--- src/core_settings.svh ---
`ifndef CORE_SETTINGS_SVH
`define CORE_SETTINGS_SVH

// ------------------------------------------------------------
// core sizes.
// ------------------------------------------------------------
`define CORE_WORD_WIDTH 32
`define CORE_REG_COUNT 64
`define CORE_RESET_VECTOR 32'd0

// one step, doubled when a data word follows.
`define CORE_INSTR_BYTES 4

// compare results land here.
`define CORE_FLAGS_REG 1

`endif

--- src/corePkg.sv ---
`default_nettype none

`include "core_settings.svh"

package corePkg;

  typedef logic [`CORE_WORD_WIDTH-1:0] wordT;
  typedef logic [$clog2(`CORE_REG_COUNT)-1:0] regIndexT;

  // ------------------------------------------------------------
  // opcodes, numbered as in the instruction set.
  // ------------------------------------------------------------
  typedef enum logic [5:0] {
    opMove        = 6'd1,
    opLoadImm     = 6'd2,
    opLoadInd     = 6'd3,
    opLoadDir     = 6'd6,
    opStoreDir    = 6'd7,
    opCmpReg      = 6'd13,
    opCmpImm      = 6'd14,
    opSetEq       = 6'd15,
    opSetNe       = 6'd16,
    opSetLt       = 6'd17,
    opSetGt       = 6'd18,
    opJump        = 6'd19,
    opBrFlagClear = 6'd20,
    opBrFlagSet   = 6'd21,
    opBrZero      = 6'd22,
    opBrNonZero   = 6'd23,
    opAddImm      = 6'd28,
    opAdd         = 6'd29,
    opSubImm      = 6'd30,
    opSub         = 6'd31,
    opInc         = 6'd33,
    opDec         = 6'd34,
    opShl         = 6'd35,
    opShr         = 6'd36,
    opNeg         = 6'd37
  } opCodeT;

  typedef enum logic [1:0] {
    memFault = 2'd0,
    memBusy  = 2'd1,
    memDone  = 2'd2
  } memStatusT;

  typedef enum logic [2:0] {
    memNone,
    fetchInstr,
    fetchData,
    loadWord,
    storeWord
  } memCommandT;

  typedef enum logic [3:0] {
    aluMove, aluPassData, aluAdd, aluSub, aluInc, aluDec, aluShl,
    aluShr, aluNeg, aluSetEq, aluSetNe, aluSetLt, aluSetGt, aluCompare
  } aluOpT;

  typedef enum logic [2:0] {
    branchStep,
    branchAlways,
    branchFlagClear,
    branchFlagSet,
    branchRegZero,
    branchRegNonZero
  } branchT;

  typedef enum logic [1:0] {
    instrFault    = 2'd0,
    dataWordFault = 2'd1,
    accessFault   = 2'd2,
    illegalOp     = 2'd3
  } haltCodeT;

endpackage

`default_nettype wire

--- src/programCounter.sv ---
`timescale 1ns/10ps
`default_nettype none

`include "core_settings.svh"

module programCounter (
  input  wire                  clk,
  input  wire                  reset,
  input  wire                  advance,
  input  wire corePkg::branchT branch,
  input  wire                  hasDataWord,
  input  wire corePkg::wordT   flags,
  input  wire corePkg::wordT   valueA,
  input  wire corePkg::wordT   dataWord,
  output corePkg::wordT        ipointer
);

  logic taken;

  always_comb begin
    case (branch)
      corePkg::branchAlways:     taken = 1'b1;
      corePkg::branchFlagClear:  taken = !flags[0];
      corePkg::branchFlagSet:    taken = flags[0];
      corePkg::branchRegZero:    taken = (valueA == '0);
      corePkg::branchRegNonZero: taken = (valueA != '0);
      default:                   taken = 1'b0;
    endcase
  end

  always_ff @(posedge clk) begin
    if (reset) begin
      ipointer <= `CORE_RESET_VECTOR;
    end else if (advance) begin
      if (taken) begin
        ipointer <= dataWord; // target is the data word.
      end else begin
        ipointer <= ipointer + (hasDataWord ? 2 * `CORE_INSTR_BYTES : `CORE_INSTR_BYTES);
      end
    end
  end

endmodule

`default_nettype wire

--- config.mk ---
export PLATFORM = sky130hd
export DESIGN_NAME = programCounter
export DESIGN_NICKNAME = d
export VERILOG_FILES = /design/src/corePkg.sv /design/src/programCounter.sv
export VERILOG_INCLUDE_DIRS = /design/src
export SDC_FILE = /design/constraint.sdc
export NUM_CORES = 1
export LEC_CHECK = 0
export BUFFER_PORTS_ARGS = -buffer_cell sky130_fd_sc_hd__buf_2
export CORE_MARGIN = 4
export CORE_UTILIZATION = 43
export CTS_BUF_LIST = sky130_fd_sc_hd__clkbuf_8 sky130_fd_sc_hd__clkbuf_16
export CTS_CLUSTER_DIAMETER = 200
export CTS_CLUSTER_SIZE = 16
export DETAILED_ROUTE_END_ITERATION = 6
export HOLD_SLACK_MARGIN = 0.1
export PLACE_DENSITY_LB_ADDON = 0.1
export SYNTH_ARGS = -nofsm -noshare
export SYNTH_HDL_FRONTEND = slang
export SYNTH_SLANG_ARGS = --single-unit
--- constraint.sdc ---
create_clock -name clk -period 3.6 [get_ports clk]
set_clock_uncertainty 0.2 [all_clocks]
set_input_delay 0 -clock clk [delete_from_list [all_inputs] [get_ports clk]]
set_output_delay 0 -clock clk [all_outputs]
set_load 0.005 [all_outputs]
==> metrics <==
critical path required time 3.63 ns; Most used DFF post-synth dfxtp_1; fmax 292.4 MHz; DRC 0; Vias 2780; Most Crowded Layer GR met2; post-synthesis sequential area ratio 0.2912; most frequent cell after synthesis dfxtp_1; Setup crit end kind flip-flop; Yosys top cell by area dfxtp_1; FFs w/ async S/R, synth 0; Worst Path Arrival 3.45 ns; share of cells above drive strength 1 0.2805; Slew Viols, Final 0; number of synthesized flops with an enable pin 0; H-tree Lvls 2; first-pass GRT wire length 12210 um; GRT met3 Usage 0.04966; Worst-Skew Late Latency 0.29 ns; gr usage total 0.2385; Final #Nets 540; VDD IR max 0.0001599 V; Rel. slew slack 0.5001; Period minus WS final 3.420 ns; main area contributors after synthesis dfxtp_1, mux2i_1, nand2_1; initial detailed-routing violation count 125; Sink Count 32; Routed Antenna Nets 0; Largest register FFs 32; CTS max path bufs 2; HP Start hasDataWord; Storage cell area 640.6 um^2; Static Leak 1.497 nW; hold_ws 0.09266 ns; clock root buffer clkbuf_8; Biggest register ipointer; Ports 135; final worst slack 0.1804 ns; Via density 5.538; GP Congestion 0.8699; Worst setup SP type flip-flop; Pre-antenna DRT Iters 4; hold endpoint ipointer[3]; met2 usage 0.4299; Die X 79.52 um; R2R depth 7; average wire per cell in the routed design 14.47 um; Setup crit start ipointer[3]; yosys warns 0; Power Dens Cells 292.3 nW/um^2; chip height 79.52 um; Initial Util 0.4537; Remaining Overflow, GRT 0; post-synth cell types 46; CTS Buf Count 5; Hold Path Class primary input to flip-flop; die area 6323 um^2; crit path kind flip-flop to flip-flop; Antenna diodes 0; P&R area growth vs syn 53.98%; synth cell count leaders dfxtp_1, nand2_1, nor2_1, a21oi_1, mux2i_1; total routed wirelength 7262 um; synthesized instance count 288; largest net degree at the start of global routing 35; Mean Syn Cell Area 7.638 um^2; initial antenna violation count 0; maxcap violations 0; vias in the first global route 2744; Clock transition at path regs 0.07 ns; worst reg-to-reg setup slack 0.18 ns; post-DP HPWL 4926 um; synthesized cell area 2200 um^2; largest registers ipointer x32; area of the multi-input gates 1454 um^2; fin crit share 0.9499; Post-CTS Setup Repair Bufs 0; met1 Usage GRT 0.2842; share of the synthesized area in the top cell type 0.2912; reg-to-reg critical path startpoint ipointer[3]; final-layout fill cell count 431; Worst Tran Pin Value 0.7498 ns; outcome completed; pre-CTS setup slack 0.7405 ns; Mapped Nets 394; CP max FO 6; I/O Buffers 103; #FFs+latches synth 32; r2r endpoint ipointer[27]; area of the core 4848 um^2; standard-cell rows 25; Hold Vio Cnt, Final 0; hold depth 5; CTS tree built; # setup viols final 0
==> per-stage QoR <==
step	area, um^2	TNS (ns)	util	total power [W]	cells
after global placement	2793	0	0.5760	0.0006080	446
after detailed placement	2793	0	0.5760	0.0006117	446
after global routing	3387	-0.01542	0.6986	0.001042	502
after CTS	3381	0	0.6973	0.0009946	502
after floorplan	2200	0	-	0.0005182	288
final	3387	0	0.6986	0.0009901	502
==> critical path, stage by stage (launching register included) <==
cell	delay (ns)
dfxtp_1	0.34
ha_1	0.28
a21o_1	0.17
or4b_4	0.51
or4_1	0.64
or4_1	0.43
a31oi_1	0.20
dlygate4sd3_1	0.58
==> worst max-delay path by stage <==
stage	endpoint	slack, ns	depth (start not counted)
floorplan	ipointer[28]	0.84	9
global placement	ipointer[28]	0.75	10
detailed placement	ipointer[28]	0.74	10
CTS	ipointer[27]	0.25	7
global route	ipointer[30]	-0.02	11
finish	ipointer[27]	0.18	7
==> layout make-up <==
type | instances | area share
multi-input cells | 222 | 0.4293
repair buffers | 157 | 0.3074
flip-flops and latches | 32 | 0.1891
well taps | 67 | 0.02475
clock buffers | 5 | 0.02032
inverters | 16 | 0.01773
clock inverters | 3 | 0.01145
==> layout by cell type, fill, tap and decap left out, drive strengths merged, types with 9 or more instances in the layout <==
master       Yosys  routed
a21oi           18      18
dlygate4sd3      0      48
mux2i           18      18
nor4            13      13
nand4            9       9
a2bb2oi         10      10
nand2           28      28
o32ai           11      11
inv             15      16
buf              1     109
nor2            24      24
o21ai           10      10
dfxtp           32      32
nand3           12      12
==> what timing repair did <==
action                     CTS  global route
setup endpoints to repair    0             1
hold endpoints to repair    32             0
resized for setup            0             1
hold buffers                48             0
==> power by group <==
part	internal (W)	leakage, nW	switching [W]
combinational	0.000135	1.18	0.000105
clock	0.000203	0.0593	0.000141
sequential	0.000377	0.262	0.0000301
total	0.000714	1.50	0.000276
==> metal layers <==
metal | wire length (um) | part of all wire
met1 | 3078 | 0.42
met2 | 3635 | 0.50
met3 | 429 | 0.059
met4 | 119 | 0.016
met5 | 0 | 0
==> cells by family (layout without fill, tap and decap cells) <==
group / Yosys count / after routing / share of synthesized area
AOI/OAI and AO/OA: 72 / 72 / 0.2275
DFF: 32 / 32 / 0.2912
and+or+nand+nor: 129 / 129 / 0.3197
buffers and inverters: 34 / 181 / 0.05915
muxes: 18 / 18 / 0.08191
adders and majority gates: 3 / 3 / 0.02048
Power figures use the tool's default switching activity.
