===== src/core_settings.svh =====
`ifndef CORE_SETTINGS_SVH
`define CORE_SETTINGS_SVH

// ------------------------------------------------------------
// core sizes.
// ------------------------------------------------------------
`define CORE_WORD_WIDTH 32
`define CORE_REG_COUNT 64
`define CORE_RESET_VECTOR 32'd0

// one step, doubled when a data word follows.
`define CORE_INSTR_BYTES 4

// compare results land here.
`define CORE_FLAGS_REG 1

`endif


===== src/corePkg.sv =====
`default_nettype none

`include "core_settings.svh"

package corePkg;

  typedef logic [`CORE_WORD_WIDTH-1:0] wordT;
  typedef logic [$clog2(`CORE_REG_COUNT)-1:0] regIndexT;

  // ------------------------------------------------------------
  // opcodes, numbered as in the instruction set.
  // ------------------------------------------------------------
  typedef enum logic [5:0] {
    opMove        = 6'd1,
    opLoadImm     = 6'd2,
    opLoadInd     = 6'd3,
    opLoadDir     = 6'd6,
    opStoreDir    = 6'd7,
    opCmpReg      = 6'd13,
    opCmpImm      = 6'd14,
    opSetEq       = 6'd15,
    opSetNe       = 6'd16,
    opSetLt       = 6'd17,
    opSetGt       = 6'd18,
    opJump        = 6'd19,
    opBrFlagClear = 6'd20,
    opBrFlagSet   = 6'd21,
    opBrZero      = 6'd22,
    opBrNonZero   = 6'd23,
    opAddImm      = 6'd28,
    opAdd         = 6'd29,
    opSubImm      = 6'd30,
    opSub         = 6'd31,
    opInc         = 6'd33,
    opDec         = 6'd34,
    opShl         = 6'd35,
    opShr         = 6'd36,
    opNeg         = 6'd37
  } opCodeT;

  typedef enum logic [1:0] {
    memFault = 2'd0,
    memBusy  = 2'd1,
    memDone  = 2'd2
  } memStatusT;

  typedef enum logic [2:0] {
    memNone,
    fetchInstr,
    fetchData,
    loadWord,
    storeWord
  } memCommandT;

  typedef enum logic [3:0] {
    aluMove, aluPassData, aluAdd, aluSub, aluInc, aluDec, aluShl,
    aluShr, aluNeg, aluSetEq, aluSetNe, aluSetLt, aluSetGt, aluCompare
  } aluOpT;

  typedef enum logic [2:0] {
    branchStep,
    branchAlways,
    branchFlagClear,
    branchFlagSet,
    branchRegZero,
    branchRegNonZero
  } branchT;

  typedef enum logic [1:0] {
    instrFault    = 2'd0,
    dataWordFault = 2'd1,
    accessFault   = 2'd2,
    illegalOp     = 2'd3
  } haltCodeT;

endpackage

`default_nettype wire


===== src/integerAlu.sv =====
`timescale 1ns/10ps
`default_nettype none

module integerAlu (
  input  wire corePkg::aluOpT aluOp,
  input  wire corePkg::wordT  valueA,
  input  wire corePkg::wordT  valueB,
  input  wire corePkg::wordT  valueC,
  input  wire corePkg::wordT  dataWord,
  input  wire                 useImmediate,
  output corePkg::wordT       result
);

  corePkg::wordT operand;
  corePkg::wordT compareTo;

  assign operand = useImmediate ? dataWord : valueC;
  assign compareTo = useImmediate ? dataWord : valueB; // flag compare is A against this.

  always_comb begin
    case (aluOp)
      corePkg::aluMove:     result = valueB;
      corePkg::aluPassData: result = dataWord;
      corePkg::aluAdd:      result = valueB + operand;
      corePkg::aluSub:      result = valueB - operand;
      corePkg::aluInc:      result = valueA + 1'b1;
      corePkg::aluDec:      result = valueA - 1'b1;
      // full-width shift amount, so 32 and up shift everything out.
      corePkg::aluShl:      result = valueB << operand;
      corePkg::aluShr:      result = valueB >> operand;
      corePkg::aluNeg:      result = -valueB;
      corePkg::aluSetEq:    result = corePkg::wordT'(valueB == operand);
      corePkg::aluSetNe:    result = corePkg::wordT'(valueB != operand);
      corePkg::aluSetLt:    result = corePkg::wordT'(valueB < operand);
      corePkg::aluSetGt:    result = corePkg::wordT'(valueB > operand);
      // bit 2 greater, bit 1 less, bit 0 equal.
      corePkg::aluCompare:
        result = corePkg::wordT'({valueA > compareTo, valueA < compareTo,
                                  valueA == compareTo});
      default:              result = '0;
    endcase
  end

endmodule

`default_nettype wire


===== config.mk =====
export PLATFORM = sky130hd
export DESIGN_NAME = integerAlu
export DESIGN_NICKNAME = d
export VERILOG_FILES = /design/src/corePkg.sv /design/src/integerAlu.sv
export VERILOG_INCLUDE_DIRS = /design/src
export SDC_FILE = /design/constraint.sdc
export NUM_CORES = 1
export LEC_CHECK = 0
export BUFFER_PORTS_ARGS = -buffer_cell sky130_fd_sc_hd__buf_2
export CAP_MARGIN = 20
export CELL_PAD_IN_SITES_DETAIL_PLACEMENT = 1
export CELL_PAD_IN_SITES_GLOBAL_PLACEMENT = 1
export CORE_MARGIN = 10
export CORE_UTILIZATION = 39
export DETAILED_ROUTE_END_ITERATION = 8
export MAX_ROUTING_LAYER = met4
export PLACE_DENSITY_LB_ADDON = 0.1
export SYNTH_ARGS = -nofsm -noshare
export SYNTH_HDL_FRONTEND = slang
export SYNTH_SLANG_ARGS = --single-unit

===== constraint.sdc =====
create_clock -name vclk -period 6.35
set_clock_uncertainty 0.05 [all_clocks]
set_input_delay 1.27 -clock vclk [all_inputs]
set_output_delay 1.27 -clock vclk [all_outputs]
set_load 0.005 [all_outputs]

==> impl_metrics.csv <==
group,metric,value,unit
detailed_routing,drt_iter0_markers,2046,
timing,setup_viol,0,
grt,grt-ovfl-total,0,
logic_synthesis,synthMuxAreaShare,16.4,%
floorplan,die_w,190,um
worst_setup_path,cp-start-kind,"input pin",
detailed_routing,vias,16000,
logic_synthesis,synth_nets,1970,
worst_setup_path,slowest_stage,"a221o_1",
logic_synthesis,yosysWarningCount,0,
floorplan,dieArea,36300,um^2
detailed_routing,drc,0,
final_layout,nClkBuffers,0,
floorplan,ios,165,
worst_setup_path,cp_slowest_stage_delay,0.40,ns
final_layout,area_growth_syn_to_layout,22.6,%
timing,fin_crit,6.29,ns
worst_setup_path,crit_type,"in2out",
worst_setup_path,arrival,4.97,ns
worst_setup_path,path_cells,"buf_4, buf_12, buf_16, mux2i_4, ha_2, nor2_2, o21ai_0, and4b_1, a21oi_1, o21ai_2, o21a_1, o31a_1, a221o_1, a221oi_2, buf_4, o31ai_1, buf_2",
logic_synthesis,synth_area,11300,um^2
logic_synthesis,synth_top_family_by_area,"compound AO/OA/AOI/OAI gates",
floorplan,core,28700,um^2
grt,antenna_found_initial,4,
timing,tightest_slew,0.944,ns
final_layout,final.fill_count,3900,
place,place_congestion,1.12,
final_layout,nets,2170,
timing,max_freq,159,MHz
final_layout,drive_above_1_share,22.0,%
worst_setup_path,critPathMostFrequentCell,"buf_4",
floorplan,die_h,190,um
timing,rsz0062_at_grt,"true",
logic_synthesis,synth_area_per_cell,6.53,um^2
clock_network,ctsHoldBuffers,0,
grt,grt_pass1_wl,103000,um
detailed_routing,route.detailed.wl_per_inst,30.8,um
detailed_routing,first_pass_iters,9,
worst_setup_path,cp_max_fo,10,
logic_synthesis,synth_cell_types,86,
logic_synthesis,synth.top_cell.area_share,15.5,%
logic_synthesis,synthTopCellsByArea,"mux2i_1 (15%), ha_1 (11%), nand2_1 (6.3%)",
timing,hold_violations,0,
logic_synthesis,synth_top_cell_by_area,"mux2i_1",
grt,grt_pass1_vias,16000,
logic_synthesis,synthCells,1736,
logic_synthesis,yosysMostFrequentCell,"nand2_1",
final_layout,n_sequential_cell,0,
worst_setup_path,cp-end-kind,"output pin",
timing,drv_slew,0,
timing,max_slew_margin,37.1,%
logic_synthesis,synth_sequential_area_ratio,0,%
floorplan,initial_core_util,39.5,%
grt,track_usage,38.0,%
worst_hold_path,hold_class,"in2out",
detailed_routing,viasPerCell,6.91,
worst_setup_path,cp_num_buf_inv,5,
detailed_routing,ant_nets,0,
floorplan,core.rowCount,62,
logic_synthesis,synthAdderAreaFrac,11.3,%
place,dp_hpwl,57200,um
grt,grt_max_degree,60,
final_layout,register_area,0,um^2
logic_synthesis,synth_xor_area_share,5.49,%
worst_setup_path,required,5.03,ns
run_status,outcome,"completed",
timing,finalSetupTns,0,ns
detailed_routing,wl,71500,um
worst_setup_path,cpLargestDelayFamily,"compound AO/OA/AOI/OAI gates",
place,io_buffers,165,
timing,post-route-period-util,99.0,%
logic_synthesis,synth_common_cells,"nand2_1 (190), mux2i_1 (175), nor2_1 (135), clkbuf_1 (122), a21oi_1 (116)",
logic_synthesis,synthSimpleGateAreaFrac,26.5,%
logic_synthesis,synth-compound-area-share,32.9,%
flow_run,maxCapViolCount,0,
[through the flow]
step	utilization, %	hold WS (ns)	worst slack (ns)	std cells	cell area [um^2]
floorplan	-	2.61	0.0243	1736	11400
global placement	47.2	2.99	-0.294	2314	13600
detailed placement	47.2	2.97	-0.212	2314	13600
CTS	47.5	2.97	0.00398	2314	13600
global route	48.4	3.02	-0.0475	2322	13900
finish	48.4	3.02	0.0621	2323	13900
[final timing paths]
path | startpoint | endpoint | slack, ns | cells after the start
min | dataWord[20] | result[20] | 3.02 | 4
max | useImmediate | result[25] | 0.06 | 17
[area by class of cell]
cell class	instances	area, um^2	area share (%)
multi-input combinational	1517	10800	78.1
timing repair buffer	349	2300	16.6
tap	384	480	3.46
inverter	68	255	1.84
antenna	5	12.5	0.0900
[layer usage]
metal | wire, um | track usage (%) | up-vias
li1 | - | - | 7010
met1 | 27800 | 45.3 | 7817
met2 | 32000 | 59.5 | 975
met3 | 6790 | 6.18 | 240
met4 | 4920 | 22.3 | 0
met5 | 0 | - | -
[cells in the final DEF (no fill, tap or decap), types with 7 or more instances in the layout]
cell type | netlist | final
nand2_1 | 190 | 190
or4_1 | 16 | 16
mux2i_1 | 175 | 158
and3_1 | 23 | 22
buf_2 | 9 | 164
nand4_1 | 27 | 27
nand2b_1 | 22 | 22
ha_1 | 99 | 96
o21bai_1 | 7 | 7
o22ai_1 | 31 | 31
a21oi_1 | 116 | 114
or3_1 | 13 | 13
xnor2_1 | 43 | 43
nor4_1 | 31 | 31
a211oi_1 | 23 | 23
nor2_1 | 135 | 133
a221oi_1 | 16 | 13
a221o_1 | 22 | 22
nand3_1 | 63 | 63
a222oi_1 | 12 | 12
o21a_1 | 10 | 10
nor3_2 | 1 | 7
o221ai_1 | 16 | 16
o31ai_1 | 25 | 22
xor2_1 | 28 | 28
inv_1 | 64 | 62
nor3_1 | 46 | 40
o211ai_1 | 28 | 28
a21o_1 | 17 | 17
o21ai_0 | 115 | 110
a31oi_1 | 22 | 21
mux2i_4 | 0 | 12
buf_4 | 0 | 179
nor2b_1 | 13 | 13
a211o_1 | 8 | 8
[cell families (layout without fill, tap and decap cells)]
| kind of cell | after synthesis | after routing |
|---|---|---|
| simple gates | 615 | 615 |
| compound gates | 548 | 548 |
| buf+inv | 219 | 417 |
| mux | 182 | 182 |
| fa+ha+maj | 101 | 101 |
| xor+xnor | 71 | 71 |
| other cells | 0 | 5 |
[what timing repair did]
item / in CTS / in global routing
pin swaps: 0 / 4
resized for setup: 13 / 44
cloned: 0 / 2
endpoints found under the setup margin: 5 / 16
buffers inserted: 0 / 2
