### src/core_settings.svh
`ifndef CORE_SETTINGS_SVH
`define CORE_SETTINGS_SVH

// ------------------------------------------------------------
// core sizes.
// ------------------------------------------------------------
`define CORE_WORD_WIDTH 32
`define CORE_REG_COUNT 64
`define CORE_RESET_VECTOR 32'd0

// one step, doubled when a data word follows.
`define CORE_INSTR_BYTES 4

// compare results land here.
`define CORE_FLAGS_REG 1

`endif

### src/corePkg.sv
`default_nettype none

`include "core_settings.svh"

package corePkg;

  typedef logic [`CORE_WORD_WIDTH-1:0] wordT;
  typedef logic [$clog2(`CORE_REG_COUNT)-1:0] regIndexT;

  // ------------------------------------------------------------
  // opcodes, numbered as in the instruction set.
  // ------------------------------------------------------------
  typedef enum logic [5:0] {
    opMove        = 6'd1,
    opLoadImm     = 6'd2,
    opLoadInd     = 6'd3,
    opLoadDir     = 6'd6,
    opStoreDir    = 6'd7,
    opCmpReg      = 6'd13,
    opCmpImm      = 6'd14,
    opSetEq       = 6'd15,
    opSetNe       = 6'd16,
    opSetLt       = 6'd17,
    opSetGt       = 6'd18,
    opJump        = 6'd19,
    opBrFlagClear = 6'd20,
    opBrFlagSet   = 6'd21,
    opBrZero      = 6'd22,
    opBrNonZero   = 6'd23,
    opAddImm      = 6'd28,
    opAdd         = 6'd29,
    opSubImm      = 6'd30,
    opSub         = 6'd31,
    opInc         = 6'd33,
    opDec         = 6'd34,
    opShl         = 6'd35,
    opShr         = 6'd36,
    opNeg         = 6'd37
  } opCodeT;

  typedef enum logic [1:0] {
    memFault = 2'd0,
    memBusy  = 2'd1,
    memDone  = 2'd2
  } memStatusT;

  typedef enum logic [2:0] {
    memNone,
    fetchInstr,
    fetchData,
    loadWord,
    storeWord
  } memCommandT;

  typedef enum logic [3:0] {
    aluMove, aluPassData, aluAdd, aluSub, aluInc, aluDec, aluShl,
    aluShr, aluNeg, aluSetEq, aluSetNe, aluSetLt, aluSetGt, aluCompare
  } aluOpT;

  typedef enum logic [2:0] {
    branchStep,
    branchAlways,
    branchFlagClear,
    branchFlagSet,
    branchRegZero,
    branchRegNonZero
  } branchT;

  typedef enum logic [1:0] {
    instrFault    = 2'd0,
    dataWordFault = 2'd1,
    accessFault   = 2'd2,
    illegalOp     = 2'd3
  } haltCodeT;

endpackage

`default_nettype wire

### src/memoryPort.sv
`timescale 1ns/10ps
`default_nettype none

`include "core_settings.svh"

module memoryPort (
  input  wire                      clk,
  input  wire                      reset,
  input  wire corePkg::memCommandT memCommand,
  input  wire corePkg::wordT       ipointer,
  input  wire corePkg::wordT       storeValue,
  input  wire corePkg::wordT       loadAddress,
  input  wire corePkg::wordT       ramIn,
  input  wire corePkg::memStatusT  mcStatus,
  output corePkg::wordT            ramAddress,
  output corePkg::wordT            ramOut,
  output logic                     readReq,
  output logic                     writeReq,
  output corePkg::wordT            instrWord,
  output corePkg::wordT            dataWord,
  output corePkg::wordT            loadValue,
  output logic                     memDone,
  output logic                     memFault
);

  corePkg::memCommandT lastCommand;
  logic pending; // strobe sent, answer not yet seen.

  // status only counts while a request is outstanding.
  assign memDone = pending && (mcStatus == corePkg::memDone);
  assign memFault = pending && (mcStatus == corePkg::memFault);

  // ------------------------------------------------------------
  // strobes and request tracking.
  // ------------------------------------------------------------
  always_ff @(posedge clk) begin
    if (reset) begin
      readReq <= 1'b0;
      writeReq <= 1'b0;
      pending <= 1'b0;
      lastCommand <= corePkg::memNone;
    end else begin
      readReq <= memCommand inside {corePkg::fetchInstr, corePkg::fetchData, corePkg::loadWord};
      writeReq <= (memCommand == corePkg::storeWord);
      if (memCommand != corePkg::memNone) begin
        lastCommand <= memCommand;
      end
      if (readReq || writeReq) begin
        pending <= 1'b1;
      end else if (memDone || memFault) begin
        pending <= 1'b0;
      end
    end
  end

  always_ff @(posedge clk) begin
    case (memCommand)
      corePkg::fetchInstr: ramAddress <= ipointer;
      corePkg::fetchData:  ramAddress <= ipointer + `CORE_INSTR_BYTES;
      corePkg::loadWord:   ramAddress <= loadAddress;
      corePkg::storeWord: begin
        ramAddress <= loadAddress;
        ramOut <= storeValue;
      end
      default: ;
    endcase
    if (memDone) begin
      case (lastCommand)
        corePkg::fetchInstr: instrWord <= ramIn;
        corePkg::fetchData:  dataWord <= ramIn;
        corePkg::loadWord:   loadValue <= ramIn;
        default: ;
      endcase
    end
  end

  strobesExclusive: assert property (@(posedge clk) disable iff (reset)
    !(readReq && writeReq));
  strobeOneCycle: assert property (@(posedge clk) disable iff (reset)
    (readReq || writeReq) |=> !(readReq || writeReq));

endmodule

`default_nettype wire

### config.mk
export PLATFORM = sky130hd
export DESIGN_NAME = memoryPort
export DESIGN_NICKNAME = d
export VERILOG_FILES = /design/src/corePkg.sv /design/src/memoryPort.sv
export VERILOG_INCLUDE_DIRS = /design/src
export SDC_FILE = /design/constraint.sdc
export NUM_CORES = 1
export LEC_CHECK = 0
export BUFFER_PORTS_ARGS = -buffer_cell sky130_fd_sc_hd__buf_2
export CAP_MARGIN = 20
export CORE_MARGIN = 5
export CORE_UTILIZATION = 39
export CTS_CLUSTER_DIAMETER = 40
export DETAILED_ROUTE_END_ITERATION = 10
export PLACE_DENSITY = 0.73
export SKIP_CTS_REPAIR_TIMING = 1
export SYNTH_ARGS = -nofsm -noshare
export SYNTH_HDL_FRONTEND = slang
export SYNTH_SLANG_ARGS = --single-unit
### constraint.sdc
create_clock -name clk -period 3.8 [get_ports clk]
set_clock_uncertainty 0.15 [all_clocks]
set_input_delay 0.38 -clock clk [delete_from_list [all_inputs] [get_ports clk]]
set_output_delay 0.38 -clock clk [all_outputs]
set_load 0.02 [all_outputs]
==> impl_metrics.csv <==
group,metric,value,unit
placement,dp.cells,1008,
layout,finalNonFillerCells,1075,
timing,final.period_utilization,56.35,%
worst_setup_path,path_max_fanout,39,
clock_network,cts_tree,"done",
drt,drt_iter0_drc,507,
logic_synthesis,yosysTopAreaCellShare,68.83,%
logic_synthesis,avgSynthCellArea,13.82,um2
timing,worst_slack,1659,ps
timing,timing.final.max_slew_violations,0,
pwr,vdd_drop_max,0.3418,mV
job,max-cap-violations,0,
grt,grt_usage,18.53,%
logic_synthesis,synthCells,505,
pwr,power_leakage,3.918,nW
layout,synthToLayoutAreaGrowth,38.18,%
run_status,outcome,"complete, no violations",
floorplan,dieArea,20670,um2
worst_setup_path,setup.worst_path.class,"in -> reg",
drt,vias,5733,
worst_setup_path,cp-end-kind,"flip-flop",
clock_network,insertion_delay,410,ps
pwr,p_int,0.003185,W
pwr,p_per_area,448.9,nW/um2
clock_network,cts_buffers,17,
drt,top_layer_used,"met5",
grt,grt.overflow.total,0,
logic_synthesis,ys_seq_area_share,70.55,%
clock_network,cts.sinks,166,
timing,setup_viol,0,
drt,firstDrtPassIters,5,
drt,ant_nets,0,
logic_synthesis,yosysMostFrequentCell,"edfxtp_1",
clock_network,cts_buffer_depth,2,
timing,rsz0062_at_grt,"no",
floorplan,start_util,39.26,%
logic_synthesis,synth_warnings,0,
timing,tightest_slew,856.7,ps
placement,dpl.hpwl,15.14,mm
min_path,hp-class,"in -> reg",
drt,wl_met1,7.959,mm
logic_synthesis,synth_nets,641,
floorplan,core_area,17780,um2
placement,gp_congestion,0.9047,
drt,wirelength,20.64,mm
logic_synthesis,synthArstFlopShare,0,%
floorplan,die_w,143.8,um
pwr,power.share.clock,38.5,%
drt,routedWlPerCell,19.20,um
drt,wl_met3,2.337,mm
pwr,power.share.combinational,12.4,%
logic_synthesis,ys_top_cells_by_count,"edfxtp_1 (160), nand2_1 (57), clkbuf_1 (22), nor2_1 (21), o22ai_1 (20)",
layout,drive_gt1_share,42.84,%
floorplan,die_y,143.8,um
grt,grt_pass1_vias,5128,
floorplan,row_count,49,
pwr,pwr-share-seq,49.1,%
worst_setup_path,cp.arrival,2170,ps
worst_setup_path,worstPathRequired,3830,ps
logic_synthesis,synth_area,6980,um2
pwr,switching_share,26.45,%
clock_network,htreeDepth,4,
layout,postLayoutCoreUtil,54.25,%
timing,final_hold_viol_count,0,
drt,vias_per_cell,5.333,
grt,grt_pass1_wl,29.43,mm
timing,fin_crit,2141,ps
layout,nNetsFinal,968,
timing,fin_tns_setup,0,ps
logic_synthesis,synth.largest_area_cell,"edfxtp_1",
pwr,switchingPower,0.001145,W
floorplan,ios,299,
grt,grt_max_degree,40,
placement,portBuffers,298,
timing,fmaxAchievable,467.0,MHz
logic_synthesis,ys.flop_type,"edfxtp_1",
grt,antenna_found_initial,4,
placement,dp_slack,1253,ps
clock_network,root_buffer,"clkbuf_16",
drt,wl_met2,10.03,mm
logic_synthesis,synth_area_leaders,"edfxtp_1 (69%), nand2_1 (3.1%), a221oi_1 (1.9%), a22o_1 (1.9%), mux2i_1 (1.9%)",
logic_synthesis,synth_edf_count,160,
drt,drc,0,
worst_setup_path,cp-start-kind,"primary input",
timing,max_slew_margin,42.60,%
logic_synthesis,synth-seq-cells,166,
clock_network,clk_pin_slew,80,ps
logic_synthesis,ys_types,51,
==> sequential cells by signal, indices dropped and copies added, names as in the netlist <==
signal,flops
pending,1
ramOut,32
lastCommand,3
instrWord,32
loadValue,32
ramAddress,32
writeReq,1
dataWord,32
readReq,1
==> placed cells by master, fill, tap and decap left out, types with 7 or more instances in the layout <==
cell / netlist / layout
a21oi_1: 14 / 14
a221oi_1: 15 / 15
a22o_1: 15 / 15
a22oi_1: 9 / 9
and3_1: 17 / 17
buf_2: 8 / 298
buf_4: 0 / 11
clkbuf_16: 0 / 17
dlygate4sd3_1: 0 / 34
edfxtp_1: 160 / 160
inv_1: 7 / 7
mux2i_1: 13 / 13
nand2_1: 57 / 57
nand3_1: 19 / 19
nor2_1: 21 / 17
nor3_1: 12 / 12
o21ai_0: 16 / 16
o22ai_1: 20 / 20
==> cell type report <==
class / instances / area, um2
diodes: 1 / 2.502
clock buffers: 17 / 425.4
clock inverters: 15 / 160.2
fillers: 1492 / 8134
inverters: 8 / 30.03
multi-input cells: 296 / 1902
flip-flops and latches: 166 / 4925
well taps: 229 / 286.5
repair buffers: 343 / 1914
==> critical path: stages <==
cell	delay [ps]
buf_2	550
buf_4	410
nor2_1	100
nand2_1	300
nor3_1	90
a311o_1	320
==> power groups by stage <==
stage | Clock [W] | Combinational, W | Sequential (W)
6_report | 0.00167 | 0.000536 | 0.00213
5_1_grt | 0.00178 | 0.000580 | 0.00213
4_1_cts | 0.00170 | 0.000509 | 0.00213
3_5_place_dp | 0 | 0.000508 | 0.00217
3_3_place_gp | 0 | 0.000500 | 0.00217
2_1_floorplan | 0 | 0.000175 | 0.00226
==> metrics by stage <==
step                      hold WS [ps]  cell area, um2  power, W
final                            16.85            9646  0.004330
after global routing             2.297            9643  0.004490
after CTS                       -34.06            9303  0.004337
after detailed placement         336.0            8717  0.002673
after global placement           307.2            8717  0.002666
after floorplan                  302.4            6980  0.002438
==> logic make-up (layout without fill, tap and decap cells) <==
kind of cell    count (synthesis)  after routing  share of synthesized area [%]
mux                            15             15                          2.187
fa+ha+maj                       1              1                         0.1792
flops                         166            166                          70.55
compound gates                117            117                          12.24
simple gates                  156            156                          11.51
buf+inv                        43            383                          2.456
xor+xnor                        7              7                         0.8783
other cells                     0              1                              0
==> path summary, 6_finish.rpt <==
path / to / start / slack, ps / depth (start not counted)
max reg2reg: loadValue[17] / pending / 1940 / 4
max: ramAddress[18] / memCommand[2] / 1660 / 6
min: loadValue[15] / ramIn[15] / 20 / 1
min reg2reg: pending / readReq / 360 / 2
==> per-layer routing <==
metal,GRT usage [%],up-vias
met1,23.76,2701
met3,6.057,28
met5,0,-
met2,30.91,343
li1,-,2653
met4,4.014,8
No activity file was read; power rests on OpenSTA's default activity.
