[src/core_settings.svh]
`ifndef CORE_SETTINGS_SVH
`define CORE_SETTINGS_SVH

// ------------------------------------------------------------
// core sizes.
// ------------------------------------------------------------
`define CORE_WORD_WIDTH 32
`define CORE_REG_COUNT 64
`define CORE_RESET_VECTOR 32'd0

// one step, doubled when a data word follows.
`define CORE_INSTR_BYTES 4

// compare results land here.
`define CORE_FLAGS_REG 1

`endif

[src/corePkg.sv]
`default_nettype none

`include "core_settings.svh"

package corePkg;

  typedef logic [`CORE_WORD_WIDTH-1:0] wordT;
  typedef logic [$clog2(`CORE_REG_COUNT)-1:0] regIndexT;

  // ------------------------------------------------------------
  // opcodes, numbered as in the instruction set.
  // ------------------------------------------------------------
  typedef enum logic [5:0] {
    opMove        = 6'd1,
    opLoadImm     = 6'd2,
    opLoadInd     = 6'd3,
    opLoadDir     = 6'd6,
    opStoreDir    = 6'd7,
    opCmpReg      = 6'd13,
    opCmpImm      = 6'd14,
    opSetEq       = 6'd15,
    opSetNe       = 6'd16,
    opSetLt       = 6'd17,
    opSetGt       = 6'd18,
    opJump        = 6'd19,
    opBrFlagClear = 6'd20,
    opBrFlagSet   = 6'd21,
    opBrZero      = 6'd22,
    opBrNonZero   = 6'd23,
    opAddImm      = 6'd28,
    opAdd         = 6'd29,
    opSubImm      = 6'd30,
    opSub         = 6'd31,
    opInc         = 6'd33,
    opDec         = 6'd34,
    opShl         = 6'd35,
    opShr         = 6'd36,
    opNeg         = 6'd37
  } opCodeT;

  typedef enum logic [1:0] {
    memFault = 2'd0,
    memBusy  = 2'd1,
    memDone  = 2'd2
  } memStatusT;

  typedef enum logic [2:0] {
    memNone,
    fetchInstr,
    fetchData,
    loadWord,
    storeWord
  } memCommandT;

  typedef enum logic [3:0] {
    aluMove, aluPassData, aluAdd, aluSub, aluInc, aluDec, aluShl,
    aluShr, aluNeg, aluSetEq, aluSetNe, aluSetLt, aluSetGt, aluCompare
  } aluOpT;

  typedef enum logic [2:0] {
    branchStep,
    branchAlways,
    branchFlagClear,
    branchFlagSet,
    branchRegZero,
    branchRegNonZero
  } branchT;

  typedef enum logic [1:0] {
    instrFault    = 2'd0,
    dataWordFault = 2'd1,
    accessFault   = 2'd2,
    illegalOp     = 2'd3
  } haltCodeT;

endpackage

`default_nettype wire

[src/instructionDecoder.sv]
`timescale 1ns/10ps
`default_nettype none

module instructionDecoder (
  input  wire corePkg::opCodeT opCode,
  output logic                 hasDataWord,
  output corePkg::memCommandT  memCommand,
  output corePkg::aluOpT       aluOp,
  output logic                 useImmediate,
  output logic                 regWrite,
  output logic                 writeFlags,
  output logic                 loadResult,
  output corePkg::branchT      branch,
  output logic                 illegal
);

  always_comb begin
    illegal = 1'b0;
    case (opCode)
      corePkg::opMove:                     aluOp = corePkg::aluMove;
      corePkg::opLoadImm:                  aluOp = corePkg::aluPassData;
      corePkg::opCmpReg, corePkg::opCmpImm: aluOp = corePkg::aluCompare;
      corePkg::opSetEq:                    aluOp = corePkg::aluSetEq;
      corePkg::opSetNe:                    aluOp = corePkg::aluSetNe;
      corePkg::opSetLt:                    aluOp = corePkg::aluSetLt;
      corePkg::opSetGt:                    aluOp = corePkg::aluSetGt;
      corePkg::opAddImm, corePkg::opAdd:   aluOp = corePkg::aluAdd;
      corePkg::opSubImm, corePkg::opSub:   aluOp = corePkg::aluSub;
      corePkg::opInc:                      aluOp = corePkg::aluInc;
      corePkg::opDec:                      aluOp = corePkg::aluDec;
      corePkg::opShl:                      aluOp = corePkg::aluShl;
      corePkg::opShr:                      aluOp = corePkg::aluShr;
      corePkg::opNeg:                      aluOp = corePkg::aluNeg;
      // loads, stores and branches leave the ALU unused.
      corePkg::opLoadInd, corePkg::opLoadDir, corePkg::opStoreDir,
      corePkg::opJump, corePkg::opBrFlagClear, corePkg::opBrFlagSet,
      corePkg::opBrZero, corePkg::opBrNonZero: aluOp = corePkg::aluMove;
      default: begin
        aluOp = corePkg::aluMove;
        illegal = 1'b1; // opcode 0 lands here too.
      end
    endcase

    case (opCode)
      corePkg::opLoadInd, corePkg::opLoadDir: memCommand = corePkg::loadWord;
      corePkg::opStoreDir:                    memCommand = corePkg::storeWord;
      default:                                memCommand = corePkg::memNone;
    endcase

    case (opCode)
      corePkg::opJump:        branch = corePkg::branchAlways;
      corePkg::opBrFlagClear: branch = corePkg::branchFlagClear;
      corePkg::opBrFlagSet:   branch = corePkg::branchFlagSet;
      corePkg::opBrZero:      branch = corePkg::branchRegZero;
      corePkg::opBrNonZero:   branch = corePkg::branchRegNonZero;
      default:                branch = corePkg::branchStep;
    endcase

    // second word follows the instruction.
    hasDataWord = opCode inside {corePkg::opLoadImm, corePkg::opLoadDir,
      corePkg::opStoreDir, corePkg::opCmpImm, corePkg::opJump,
      corePkg::opBrFlagClear, corePkg::opBrFlagSet, corePkg::opBrZero,
      corePkg::opBrNonZero, corePkg::opAddImm, corePkg::opSubImm};
    useImmediate = opCode inside {corePkg::opCmpImm, corePkg::opAddImm, corePkg::opSubImm};
    writeFlags = opCode inside {corePkg::opCmpReg, corePkg::opCmpImm};
    loadResult = opCode inside {corePkg::opLoadInd, corePkg::opLoadDir};
    regWrite = !illegal && !(opCode inside {corePkg::opStoreDir, corePkg::opJump,
      corePkg::opBrFlagClear, corePkg::opBrFlagSet, corePkg::opBrZero,
      corePkg::opBrNonZero});
  end

endmodule

`default_nettype wire

[config.mk]
export PLATFORM = sky130hd
export DESIGN_NAME = instructionDecoder
export DESIGN_NICKNAME = d
export VERILOG_FILES = /design/src/corePkg.sv /design/src/instructionDecoder.sv
export VERILOG_INCLUDE_DIRS = /design/src
export SDC_FILE = /design/constraint.sdc
export NUM_CORES = 1
export LEC_CHECK = 0
export BUFFER_PORTS_ARGS = -buffer_cell sky130_fd_sc_hd__buf_2
export CORE_AREA = 3 3 40 42
export DETAILED_ROUTE_END_ITERATION = 10
export DIE_AREA = 0 0 43 45
export MAX_ROUTING_LAYER = met4
export PLACE_DENSITY_LB_ADDON = 0.3
export SLEW_MARGIN = 10
export SYNTH_ARGS = -nofsm -noshare
export SYNTH_HDL_FRONTEND = slang
export SYNTH_SLANG_ARGS = --single-unit
[constraint.sdc]
create_clock -name vclk -period 1.8
set_input_delay 0.36 -clock vclk [all_inputs]
set_output_delay 0.36 -clock vclk [all_outputs]
set_load 0.1 [all_outputs]
==> results of run 1 <==
==> cells by family after synthesis <==
kind of cell / synth area share
simple gates: 0.4618
compound gates: 0.3500
buf+inv: 0.1265
xor+xnor: 0.06178
==> repair_timing <==
action	in CTS
pin swaps	3
endpoints found under the hold margin	0
setup endpoints to repair	9
gates resized for setup	23
buffers inserted	1
==> cell usage after synthesis <==
master                      n  share of area
sky130_fd_sc_hd__or2b_1     1          0.018
sky130_fd_sc_hd__nor4b_1    1          0.021
sky130_fd_sc_hd__xnor2_1    3          0.062
sky130_fd_sc_hd__nand3_1    1          0.012
sky130_fd_sc_hd__a2111oi_1  1          0.024
sky130_fd_sc_hd__nor2b_1    1          0.015
sky130_fd_sc_hd__a31oi_1    1          0.015
sky130_fd_sc_hd__or3_1      1          0.015
sky130_fd_sc_hd__and2_1     1          0.015
sky130_fd_sc_hd__nor3_1     5          0.059
sky130_fd_sc_hd__or2_4      1          0.021
sky130_fd_sc_hd__a221o_1    1          0.024
sky130_fd_sc_hd__a32oi_1    1          0.021
sky130_fd_sc_hd__o22ai_1    3          0.044
sky130_fd_sc_hd__nand2b_1   6          0.088
sky130_fd_sc_hd__nor3b_1    1          0.018
sky130_fd_sc_hd__nor2_1     7          0.062
sky130_fd_sc_hd__nor4_1     3          0.044
sky130_fd_sc_hd__buf_6      1          0.026
sky130_fd_sc_hd__o32ai_1    1          0.021
sky130_fd_sc_hd__a21oi_1    2          0.024
sky130_fd_sc_hd__o2bb2ai_1  1          0.021
sky130_fd_sc_hd__o21ai_0    5          0.059
sky130_fd_sc_hd__inv_1      2          0.018
sky130_fd_sc_hd__o2111a_1   1          0.026
sky130_fd_sc_hd__buf_2      4          0.047
sky130_fd_sc_hd__or2_2      1          0.015
sky130_fd_sc_hd__buf_4      1          0.018
sky130_fd_sc_hd__nand2_1    5          0.044
sky130_fd_sc_hd__or4_1      1          0.018
sky130_fd_sc_hd__a22oi_1    3          0.053
sky130_fd_sc_hd__a41oi_1    1          0.021
sky130_fd_sc_hd__clkbuf_1   2          0.018
==> stage by stage <==
step | std cells | util | hold WS [ns] | area (sq um) | worst slack [ns]
4_1_cts | 131 | 0.9757 | 1.147 | 1254 | -0.03316
3_5_place_dp | 130 | 0.9094 | 1.202 | 1169 | -0.1372
3_3_place_gp | 130 | 0.9094 | 1.196 | 1169 | -0.07920
2_1_floorplan | 70 | - | 0.9943 | 645.6 | -0.7405
==> results.cfg, run 1 <==
[yosys]
syn_avg_cell_area_sq_um = 6.077
post_synth_instance_area_sq_um = 425.4
instance_count_of_the_mapped_netlist = 70
synth_seq_area_share = 0
synth_warnings = 0
post_synth_num_cell_types = 33
postSynthNetCount = 76

[grt]
maximum_number_of_pins_on_one_net_before_global_route_repair = 15

[floorplanning]
initial_utilization = 0.3311
core.rowCount = 13
floorplan.io_pins = 22
chipHeight_um = 45
die_width_um = 43

[placement]
placement.io_buffers = 22
place.detailed.hpwl_um = 1782
gp_congestion = 0.9173

[timing]
crit_endpoint = aluOp[2]
worst_endpoint_kind = primary output

[outcome]
outcome = did not finish
first_logged_error_message = [ERROR DPL-0038] Utilization greater than 100%, impossible to legalize
flow.stopped_at = global routing

[cts]
hold_buffers = 0
==> run 2: changes to the inputs <==
- CORE_AREA: 3 3 40 42 -> 3 3 64 66
- DIE_AREA: 0 0 43 45 -> 0 0 67 69
- MAX_ROUTING_LAYER: met4 -> unset
- PLACE_DENSITY_LB_ADDON: 0.3 -> 0.15
==> results.cfg, run 2 <==
[cells_and_area]
numSequentialCells = 0
most-common-layout-cells = sky130_fd_sc_hd__buf_4, sky130_fd_sc_hd__buf_12, sky130_fd_sc_hd__nand2_1, sky130_fd_sc_hd__buf_6
finish.cell_count_without_fillers = 172
mostFrequentLayoutCell = sky130_fd_sc_hd__buf_4
final-seq-area_sq_um = 0
clock_buffer_count = 0
insertedDiodeCount = 0
nNetsFinal = 132
drive_above_1_share = 0.7903
syn2layout_area_growth_pct = 234.7

[power]
power.switching_fraction = 0.5675
power.clock.fraction = 0
netSwitchingPower_mw = 0.2424
share_seq_of_total_power = 0
combPwrFrac = 1.000
cell_internal_pwr_mw = 0.1848
vdd.ir_drop.worst_uv = 111.4
power_density_mw_per_mm2 = 300.0
power_leakage_nw = 0.5675

[floorplanning]
die_width_um = 67
die_area_sq_mm = 0.004623
chipHeight_um = 69
initial_utilization = 0.1171
design.core.area_sq_mm = 0.003633
core.rowCount = 22
floorplan.io_pins = 22

[yosys]
synth_warnings = 0
synth_mux_area_frac = 0
postSynthNetCount = 76
instance_count_of_the_mapped_netlist = 70
synth_seq_area_share = 0
synth_largest_area_cell = sky130_fd_sc_hd__nand2b_1
yosys.area_share.adder = 0
synth_area_leaders = sky130_fd_sc_hd__nand2b_1, sky130_fd_sc_hd__nor2_1, sky130_fd_sc_hd__xnor2_1
commonest_cells_post_synth = sky130_fd_sc_hd__nor2_1, sky130_fd_sc_hd__nand2b_1, sky130_fd_sc_hd__nand2_1, sky130_fd_sc_hd__nor3_1, sky130_fd_sc_hd__o21ai_0
post-synth-top-count-cell = sky130_fd_sc_hd__nor2_1
post_synth_instance_area_sq_um = 425.4
share_of_the_synthesized_area_in_compound_gates_ao_oa_aoi_oai = 0.3500
yosys.area_share.xor_xnor = 0.06176
syn_avg_cell_area_sq_um = 6.077
synth.top_cell.area_share = 0.08824
synth-simple-area-share = 0.4618
combinational_family_with_the_most_area_after_synthesis = simple AND/OR/NAND/NOR gates
post_synth_num_cell_types = 33

[timing]
layout_setup_ws_ns = -0.02578
finalCritPeriodShare = 1.014
setup-tns-final_ns = -0.02578
relSlewSlack = 0.7906
rsz0062_at_grt = yes
worst_margin_pin_slew_ns = 0.3141
timing_hold_violations_final = 0
report.final.setup_viol = 1
hold_ws_ns = 1.168
min_period_ns = 1.826
timing.fmax_ghz = 0.5477
final-max-slew-violation-count = 0

[worst_hold_path]
min-delay-path-class = in -> out

[placement]
gp_congestion = 0.8361
placedCellCount = 170
placement.io_buffers = 22
place.detailed.hpwl_um = 1694
place_worst_setup_slack_ns = -0.07502

[critical_path]
crit_path_max_fanout = 4
crit_path_cell_trace = buf_8 > or2_4 > or4_4 > o21ai_4 > buf_12
crit_path_end_kind = output pin
worstSetupStartpointType = input port
worst_ep_arrival_time_ns = 1.47
timing.setup.critical_path_class = in -> out
worst_ep_required_time_ns = 1.44
cp_slowest_stage_delay_ns = 0.49
timing.critical_path.slowest_stage_cell = sky130_fd_sc_hd__or4_4

[route]
dr.pass1.iters = 4
ant_nets = 0
detail_route.vias_per_cell = 4.378
final_routed_drc_violation_total = 0
routed-via-count = 753
totalWireLength_um = 2024
routedWlPerCell_um = 11.77
initialDrtViolationCount = 29

[cts]
hold_buffers = 0

[grt]
first_global_vias = 775
track_usage = 0.08591
antenna_found_initial = 0
maximum_number_of_pins_on_one_net_before_global_route_repair = 12
global_route_wire_length_before_repair_um = 3353
globalRouteOverflowTotal = 0

[outcome]
outcome = finished with violations
violations = setup timing

[run]
max_cap_viol_count = 0
==> run 2: cell counts after synthesis <==
No cell type changed its count.
==> run 2: timing repair <==
item,4_1_cts,5_1_grt
setup endpoints to repair,9,11
gates resized for setup,9,28
buffers inserted,2,0
pin swaps,4,6
==> run 2: power groups by stage <==
| stage | clock network [mW] | registers (mW) | logic, mW |
|---|---|---|---|
| after floorplan | 0 | 0 | 0.240 |
| after global placement | 0 | 0 | 0.390 |
| after detailed placement | 0 | 0 | 0.389 |
| after CTS | 0 | 0 | 0.399 |
| after global routing | 0 | 0 | 0.447 |
| final | 0 | 0 | 0.427 |
==> run 2: routing by layer <==
| layer | vias up | track usage | routed length (um) |
|---|---|---|---|
| li1 | 371 | - | - |
| met1 | 358 | 0.1138 | 886 |
| met2 | 20 | 0.1550 | 1027 |
| met3 | 4 | 0.001629 | 79 |
| met4 | 0 | 0.01126 | 31 |
| met5 | - | 0 | 0 |
==> run 2: final timing paths <==
| path | start | slack [ns] | endpoint | cells past startpoint |
|---|---|---|---|---|
| worst max-delay path | opCode[2] | -0.03 | aluOp[2] | 5 |
| worst min-delay path | opCode[3] | 1.17 | hasDataWord | 4 |
==> run 2: cell families after synthesis <==
group | count (synthesis)
AOI/OAI and AO/OA | 21
xor gates and xnor gates | 3
and+or+nand+nor | 36
buffers and inverters | 10
==> run 2: stage by stage <==
| step | utilization | area [sq um] | power (mW) |
|---|---|---|---|
| after detailed placement | 0.3475 | 1262 | 0.3894 |
| after global placement | 0.3475 | 1262 | 0.3903 |
| after global routing | 0.3919 | 1424 | 0.4473 |
| after CTS | 0.3605 | 1310 | 0.3994 |
| final | 0.3919 | 1424 | 0.4272 |
| after floorplan | - | 645.6 | 0.2403 |
==> run 2: critical path, delay by kind of cell <==
kind            cells  cell delay [ns]
simple gates        2             0.73
compound gates      1             0.08
buf+inv             2             0.29
==> run 2: layout make-up <==
cell class                 count  area [sq um]
timing repair buffer          62         691.9
tap                           48         60.06
inverter                       2         7.507
fill                         374          2210
multi-input combinational     60         664.4
Power figures use the tool's default switching activity.
